`config.mk`:
```
export PLATFORM = sky130hd
export DESIGN_NAME = splitting_obstacle
export DESIGN_NICKNAME = d
export VERILOG_FILES = /design/src/obstacle_pkg.sv /design/src/splitting_obstacle.sv /design/src/pixel_overlay.sv /design/src/obstacle_motion.sv /design/src/throw_sequencer.sv
export SDC_FILE = /design/constraint.sdc
export NUM_CORES = 1
export LEC_CHECK = 0
export ABC_CLOCK_PERIOD_IN_PS = 5500
export BUFFER_PORTS_ARGS = -buffer_cell sky130_fd_sc_hd__buf_2
export CORE_MARGIN = 2
export CORE_UTILIZATION = 62
export DETAILED_ROUTE_END_ITERATION = 10
export PLACE_DENSITY = 0.81
export SLEW_MARGIN = 20
export SYNTH_ARGS = -nofsm -noshare
export SYNTH_HDL_FRONTEND = slang
export SYNTH_HIERARCHICAL = 1
export SYNTH_SLANG_ARGS = --single-unit
```
`constraint.sdc`:
```
create_clock -name clk -period 5.5 [get_ports clk]
set_clock_uncertainty 0.1 [all_clocks]
set_input_delay 0.275 -clock clk [delete_from_list [all_inputs] [get_ports clk]]
set_output_delay 0.275 -clock clk [all_outputs]
set_load 0.02 [all_outputs]
```
`src/obstacle_pkg.sv`:
```
package obstacle_pkg;

    ////////////////////////////////////////////////////
    // basic types
    ////////////////////////////////////////////////////

    typedef logic [11:0] coord_t;
    typedef logic [11:0] rgb_t;

    // beam position and damage pixel share this
    typedef struct packed {
        coord_t x;
        coord_t y;
    } point_t;

    // big square plus the two small ones stacked on it
    typedef struct packed {
        point_t center;
        point_t left;
        point_t right;
    } squares_t;

    typedef enum logic [1:0] {
        PH_IDLE  = 2'd0,
        PH_AIM   = 2'd1,
        PH_FALL  = 2'd2,
        PH_SPLIT = 2'd3
    } phase_e;

    ////////////////////////////////////////////////////
    // timing and geometry
    ////////////////////////////////////////////////////

    localparam int TIMER_W = 26;
    // about one second at 65 MHz
    localparam int unsigned AIM_CYCLES_DEFAULT  = 65_000_000;
    localparam int unsigned MOVE_CYCLES_DEFAULT = 300_000;

    localparam coord_t BIG_HALF     = 12'd20;
    localparam coord_t SMALL_HALF   = 12'd15;
    localparam coord_t FIELD_TOP    = 12'd317;
    localparam coord_t FIELD_BOTTOM = 12'd617;
    localparam coord_t SPLIT_DEPTH  = 12'd100;
    localparam coord_t START_X      = 12'd511;

    localparam logic [3:0] PLAY_ITEM    = 4'd6;
    localparam rgb_t       OBSTACLE_RGB = 12'hfff;

endpackage
```
`src/splitting_obstacle.sv`:
```
`timescale 1ns/1ps

module splitting_obstacle #(
    parameter int unsigned aim_cycles  = obstacle_pkg::AIM_CYCLES_DEFAULT,
    parameter int unsigned move_cycles = obstacle_pkg::MOVE_CYCLES_DEFAULT
) (
    input  logic                 clk,
    input  logic                 rst,
    input  obstacle_pkg::point_t beam,
    // game_on has no use here, kept for the game top level
    input  logic                 game_on,
    input  logic                 menu_on,
    input  obstacle_pkg::rgb_t   rgb_in,
    input  logic                 play_selected,
    input  logic [3:0]           selected,
    input  logic                 done_in,
    input  obstacle_pkg::coord_t mouse_xpos,
    output obstacle_pkg::rgb_t   rgb_out,
    output obstacle_pkg::point_t hit,
    output logic                 done
);
    import obstacle_pkg::*;

    phase_e   phase;
    squares_t squares;

    throw_sequencer #(.aim_cycles(aim_cycles)) i_throw_sequencer (
        .clk           (clk),
        .rst           (rst),
        .done_in       (done_in),
        .menu_on       (menu_on),
        .play_selected (play_selected),
        .selected      (selected),
        .squares       (squares),
        .phase         (phase),
        .done          (done)
    );

    obstacle_motion #(.move_cycles(move_cycles)) i_obstacle_motion (
        .clk        (clk),
        .rst        (rst),
        .phase      (phase),
        .mouse_xpos (mouse_xpos),
        .squares    (squares)
    );

    // one cycle behind the beam
    pixel_overlay i_pixel_overlay (
        .clk     (clk),
        .rst     (rst),
        .phase   (phase),
        .squares (squares),
        .beam    (beam),
        .rgb_in  (rgb_in),
        .rgb_out (rgb_out),
        .hit     (hit)
    );

endmodule

```
`src/pixel_overlay.sv`:
```
`timescale 1ns/1ps

module pixel_overlay (
    input  logic                   clk,
    input  logic                   rst,
    input  obstacle_pkg::phase_e   phase,
    input  obstacle_pkg::squares_t squares,
    input  obstacle_pkg::point_t   beam,
    input  obstacle_pkg::rgb_t     rgb_in,
    output obstacle_pkg::rgb_t     rgb_out,
    output obstacle_pkg::point_t   hit
);
    import obstacle_pkg::*;

    logic in_center;
    logic in_left;
    logic in_right;
    logic hit_now;

    // square of half width half around c, borders inclusive
    function automatic logic in_box(point_t p, point_t c, coord_t half);
        logic [12:0] px;
        logic [12:0] py;
        logic [12:0] cx;
        logic [12:0] cy;
        logic        ok_x;
        logic        ok_y;
        px   = {1'b0, p.x};
        py   = {1'b0, p.y};
        cx   = {1'b0, c.x};
        cy   = {1'b0, c.y};
        // one spare bit so the sums cannot wrap
        ok_x = (px + half >= cx) && (px <= cx + half);
        ok_y = (py + half >= cy) && (py <= cy + half);
        return ok_x && ok_y;
    endfunction

    ////////////////////////////////////////////////////
    // hit test
    ////////////////////////////////////////////////////

    assign in_center = in_box(beam, squares.center, BIG_HALF);
    assign in_left   = in_box(beam, squares.left, SMALL_HALF);
    assign in_right  = in_box(beam, squares.right, SMALL_HALF);

    // nothing drawn while idle
    assign hit_now = (phase != PH_IDLE) && (in_center || in_left || in_right);

    always_ff @(posedge clk) begin
        if (rst) begin
            rgb_out <= '0;
            hit     <= '0;
        end else if (hit_now) begin
            rgb_out <= OBSTACLE_RGB;
            hit     <= beam;
        end else begin
            rgb_out <= rgb_in;
            hit     <= '0;
        end
    end

endmodule

```
`src/obstacle_motion.sv`:
```
`timescale 1ns/1ps

module obstacle_motion #(
    parameter int unsigned move_cycles = obstacle_pkg::MOVE_CYCLES_DEFAULT
) (
    input  logic                   clk,
    input  logic                   rst,
    input  obstacle_pkg::phase_e   phase,
    input  obstacle_pkg::coord_t   mouse_xpos,
    output obstacle_pkg::squares_t squares
);
    import obstacle_pkg::*;

    squares_t             squares_nxt;
    phase_e               phase_q;
    logic [TIMER_W-1:0]   pace_cnt;
    logic [TIMER_W-1:0]   pace_cur;
    logic                 step;
    logic                 on_mouse;
    point_t               home;

    // launch point of all three squares
    assign home = '{x: START_X, y: FIELD_TOP};

    ////////////////////////////////////////////////////
    // pacing
    ////////////////////////////////////////////////////

    // counter starts over whenever the phase changes
    assign pace_cur = (phase != phase_q) ? '0 : pace_cnt;
    assign step     = (pace_cur == TIMER_W'(move_cycles - 1));
    assign on_mouse = (squares.center.x == mouse_xpos);

    ////////////////////////////////////////////////////
    // next positions
    ////////////////////////////////////////////////////

    always_comb begin
        squares_nxt = squares;
        case (phase)
            PH_IDLE: begin
                squares_nxt.center = home;
                squares_nxt.left   = home;
                squares_nxt.right  = home;
            end
            PH_AIM: begin
                // follow the mouse one pixel per step, x only
                if (step && !on_mouse) begin
                    if (squares.center.x < mouse_xpos) begin
                        squares_nxt.center.x = squares.center.x + 1'b1;
                        squares_nxt.left.x   = squares.left.x + 1'b1;
                        squares_nxt.right.x  = squares.right.x + 1'b1;
                    end else begin
                        squares_nxt.center.x = squares.center.x - 1'b1;
                        squares_nxt.left.x   = squares.left.x - 1'b1;
                        squares_nxt.right.x  = squares.right.x - 1'b1;
                    end
                end
            end
            PH_FALL: begin
                if (step) begin
                    squares_nxt.center.y = squares.center.y + 1'b1;
                    squares_nxt.left.y   = squares.left.y + 1'b1;
                    squares_nxt.right.y  = squares.right.y + 1'b1;
                end
            end
            PH_SPLIT: begin
                // small squares go off at 45 degrees
                if (step) begin
                    squares_nxt.center.y = squares.center.y + 1'b1;
                    squares_nxt.left.x   = squares.left.x - 1'b1;
                    squares_nxt.left.y   = squares.left.y + 1'b1;
                    squares_nxt.right.x  = squares.right.x + 1'b1;
                    squares_nxt.right.y  = squares.right.y + 1'b1;
                end
            end
            default: squares_nxt = squares;
        endcase
    end

    always_ff @(posedge clk) begin
        if (rst) begin
            phase_q  <= PH_IDLE;
            pace_cnt <= '0;
            squares  <= '{center: home, left: home, right: home};
        end else begin
            phase_q <= phase;
            squares <= squares_nxt;
            // parked on the mouse, nothing to pace
            if ((phase == PH_IDLE) || step || ((phase == PH_AIM) && on_mouse)) begin
                pace_cnt <= '0;
            end else begin
                pace_cnt <= pace_cur + 1'b1;
            end
        end
    end

    // keeps steps off the phase change edges
    a_move_cycles_min: assert property (@(posedge clk) disable iff (rst)
        move_cycles >= 2);

endmodule

```
`src/throw_sequencer.sv`:
```
`timescale 1ns/1ps

module throw_sequencer #(
    parameter int unsigned aim_cycles = obstacle_pkg::AIM_CYCLES_DEFAULT
) (
    input  logic                   clk,
    input  logic                   rst,
    input  logic                   done_in,
    input  logic                   menu_on,
    input  logic                   play_selected,
    input  logic [3:0]             selected,
    input  obstacle_pkg::squares_t squares,
    output obstacle_pkg::phase_e   phase,
    output logic                   done
);
    import obstacle_pkg::*;

    phase_e               phase_nxt;
    logic                 done_nxt;
    logic [TIMER_W-1:0]   aim_cnt;
    logic                 start_req;
    logic                 abort_req;
    logic                 aim_end;
    logic                 at_split_depth;
    logic                 at_bottom;

    ////////////////////////////////////////////////////
    // phase conditions
    ////////////////////////////////////////////////////

    // menu must point at this obstacle
    assign start_req = done_in && play_selected && (selected == PLAY_ITEM);
    assign abort_req = menu_on || !play_selected;

    assign aim_end        = (aim_cnt == TIMER_W'(aim_cycles - 1));
    assign at_split_depth = (squares.center.y >= FIELD_TOP + SPLIT_DEPTH);
    // one check covers all three, they fall at the same rate
    assign at_bottom      = (squares.center.y >= FIELD_BOTTOM - BIG_HALF);

    always_comb begin
        phase_nxt = phase;
        done_nxt  = 1'b0;
        case (phase)
            PH_IDLE: begin
                if (start_req) begin
                    phase_nxt = PH_AIM;
                end
            end
            PH_AIM: begin
                if (abort_req) begin
                    phase_nxt = PH_IDLE;
                end else if (aim_end) begin
                    phase_nxt = PH_FALL;
                end
            end
            PH_FALL: begin
                if (abort_req) begin
                    phase_nxt = PH_IDLE;
                end else if (at_split_depth) begin
                    phase_nxt = PH_SPLIT;
                end
            end
            PH_SPLIT: begin
                if (abort_req) begin
                    phase_nxt = PH_IDLE;
                end else if (at_bottom) begin
                    phase_nxt = PH_IDLE;
                    done_nxt  = 1'b1;
                end
            end
            default: phase_nxt = PH_IDLE;
        endcase
    end

    ////////////////////////////////////////////////////
    // registers
    ////////////////////////////////////////////////////

    always_ff @(posedge clk) begin
        if (rst) begin
            phase   <= PH_IDLE;
            done    <= 1'b0;
            aim_cnt <= '0;
        end else begin
            phase <= phase_nxt;
            done  <= done_nxt;
            // aim timer only runs while aiming
            if (phase != PH_AIM) begin
                aim_cnt <= '0;
            end else begin
                aim_cnt <= aim_cnt + 1'b1;
            end
        end
    end

    // done only as the split finishes
    a_done_after_split: assert property (@(posedge clk) disable iff (rst)
        done |-> ($past(phase) == PH_SPLIT) && (phase == PH_IDLE));

    // the fall phase is never skipped
    a_no_aim_to_split: assert property (@(posedge clk) disable iff (rst)
        (phase == PH_AIM) |=> (phase != PH_SPLIT));

endmodule

```
==> impl_metrics.tcl <==
set metrics [dict create \
    ys.flop_type "dfxtp_1" \
    tns_ns 0 \
    rsz0062_at_grt "false" \
    ys_top_cells_by_area "dfxtp_1, ha_1, xnor2_1" \
    via_per_inst 6.27 \
    cpPeakStageDelay_ns 0.48 \
    cts_htree_levels 4 \
    start_util_pct 62.6 \
    row_count 54 \
    cts_hold_buffers 12 \
    route.vias.total 12900 \
    cp_num_cells 13 \
    async_flop_share_pct 0 \
    grt_pass1_wl_mm 59.7 \
    root_buffer "clkbuf_16" \
    end_kind "flop" \
    synth_edf_count 0 \
    critical_path_class "reg -> reg" \
    cts_buffers 17 \
    start_kind "flop" \
    synth_fp_nets 1933 \
    synth.top_cells.by_count "ha_1, dfxtp_1, nor2_1" \
    yosysWarningCount 6 \
    critPathSlowestCell "dfxtp_1" \
    cts_resized 0 \
    die_w_um 152 \
    cp_top_family "compound AO/OA/AOI/OAI gates" \
    path_cells "ha_1 -> a21o_1 -> a211oi_1 -> o221a_2 -> inv_2 -> ha_1 -> a211o_1 -> a2111oi_2 -> o31ai_1 -> o41ai_1 -> xnor2_1 -> or3_1 -> a31oi_1" \
    fmax_mhz 221 \
    place.gp.congestion 0.925 \
    first_global_vias 12400 \
    route.detailed.drc 0 \
    crit_top_cell "ha_1" \
    period_needed_ns 4.53 \
    synth_cell_types 91 \
    fill_cells 1742 \
    io_pins 95 \
    ys_seq_area_share_pct 24.3 \
    hold_slack_ns 0.0817 \
    hold_class "in -> reg" \
    ant_nets 0 \
    wl_met3_mm 2.09 \
    areaGrowthSynthToFinish_pct 10.7 \
    crit_fanout 20 \
    synth_most_common_cell "ha_1" \
    antenna_found_initial 0 \
    r2r_cells 13 \
    yosys_register_bits 165 \
    synth_top_family_by_area "simple AND/OR/NAND/NOR gates" \
    cellPowerDensity_mw_per_mm2 188 \
    clk_pin_slew_worst_paths_ns 0.07 \
    total_power_mw 2.83 \
    firstDrtPassIters 5 \
    setup_violations 0 \
    clock-sinks 165 \
    wl_met2_mm 17.5 \
    cp_num_buf_inv 1 \
    placedCellCount 2021 \
    synth.avg_cell_area_um2 8.04 \
    die-area_mm2 0.0231 \
    cts_tree "built" \
    drive_gt1_share_pct 10.8 \
    nets 2017 \
    synthMuxAreaShare_pct 0.839 \
    yosysTopAreaCell "dfxtp_1" \
    hold_viol 0 \
    critPathArrivalTime_ns 4.79 \
    routed_wl_mm 36.1 \
    finalMaxSlewViolations 0 \
    final_core_util_pct 69.3 \
    grt_max_degree 37 \
    leakage_nw 6.41 \
    syn_area_mm2 0.0136 \
    cap_violations 0 \
    synth_top_area_share_pct 24.3 \
    fin_cells 2065 \
    syn_inst 1689 \
    maxSlewHeadroom_pct 31.3 \
    routedWlPerCell_um 17.5 \
    cp_data_required_time_ns 5.76 \
    worstHoldPathCells 4 \
    coreArea_mm2 0.0217 \
    fin_crit_sh_pct 82.3 \
    cts_setup_buffers 0 \
    dp_hpwl_mm 26.5 \
    status "finished clean" \
    die_h_um 152 \
    clk_latency_ns 0.43 \
    port_buffers 93 \
    grtUsageTotal_pct 30.6 \
    synth-simple-area-share_pct 25.0 \
    top_layer_used "met4" \
    drt_iter0_markers 1076 \
    ir_drop_v 0.000206 \
    synthAdderAreaFrac_pct 17.2 \
    synth_xor_xnor_area_share_pct 10.5 \
    globalRouteOverflowTotal 0 \
    met1_length_mm 15.2 \
    diodes 0 \
    synth_compound_area_share_pct 17.3 \
    tightest_slew_ns 1.03 \
    cts_max_path_buffers 2 \
]
## cells by family (layout without fill, tap and decap cells)
logic type | count (synthesis) | after routing
compound gates | 344 | 344
flops | 165 | 165
simple gates | 657 | 657
xor+xnor | 163 | 163
mux | 11 | 11
fa+ha+maj | 186 | 186
buf+inv | 163 | 259
## per-layer routing
layer | GRT usage [%] | up-vias
li1 | - | 6263
met1 | 37.9 | 6098
met2 | 53.2 | 477
met3 | 4.59 | 107
met4 | 12.6 | 0
met5 | 0 | -
## metrics by stage
step / setup WS (ns) / area (µm²)
6_report: 0.972 / 15000
5_1_grt: 0.751 / 15000
4_1_cts: 1.02 / 15000
3_5_place_dp: 1.15 / 14300
3_3_place_gp: 1.21 / 14300
2_1_floorplan: 1.64 / 13600
## cell usage in the layout (no fill, tap or decap), drive strengths merged, types with 17 or more instances in the layout
master,synthesis,layout
o31ai,17,17
nand4,44,44
xor2,47,47
o21ai,67,67
dfxtp,165,165
inv,113,119
buf,19,102
clkbuf,29,17
nor2,149,149
ha,185,185
or3,18,18
a21oi,98,98
nand3,95,95
nor4,26,26
nor3,55,55
a21o,30,30
a21boi,17,17
nand2b,27,27
xnor2,116,116
and3,29,29
nand2,142,142
a211oi,21,21
## registers in the layout, indices dropped and copies added, names as in the netlist
name,cells
i_obstacle_motion/squares,72
i_obstacle_motion/phase_q,2
i_obstacle_motion/pace_cnt,26
i_throw_sequencer/done,1
i_pixel_overlay/rgb_out,12
i_throw_sequencer/aim_cnt,26
i_throw_sequencer/phase,2
i_pixel_overlay/hit,24
## report_power, final
| group | switching, mW | internal, mW |
|---|---|---|
| sequential | 0.00258 | 1.20 |
| combinational | 0.207 | 0.149 |
| clock | 0.546 | 0.726 |
## worst paths after layout
kind / from / endpoint / slack (ns)
worst max-delay path: i_obstacle_motion/squares[62] / i_obstacle_motion/squares[71] / 0.97
worst min-delay path: menu_on / i_throw_sequencer/done / 0.08
worst max register to register: i_obstacle_motion/squares[62] / i_obstacle_motion/squares[71] / 0.97
worst min register to register: i_throw_sequencer/aim_cnt[0] / i_throw_sequencer/aim_cnt[0] / 0.37
## worst min-delay path, delay by kind of cell
kind	cells	cell delay, ns
buffers and inverters	1	0.08
and+or+nand+nor	3	0.20
## area by class of cell
type                    count  area (µm²)  area share (%)
repair buffers            114         673            4.48
clock inverters            14         189            1.26
clock buffers              17         425            2.83
well taps                 280         350            2.33
multi-input cells        1361        9660            64.3
flip-flops and latches    165        3300            22.0
inverters                 114         428            2.85
Power figures use the tool's default switching activity.
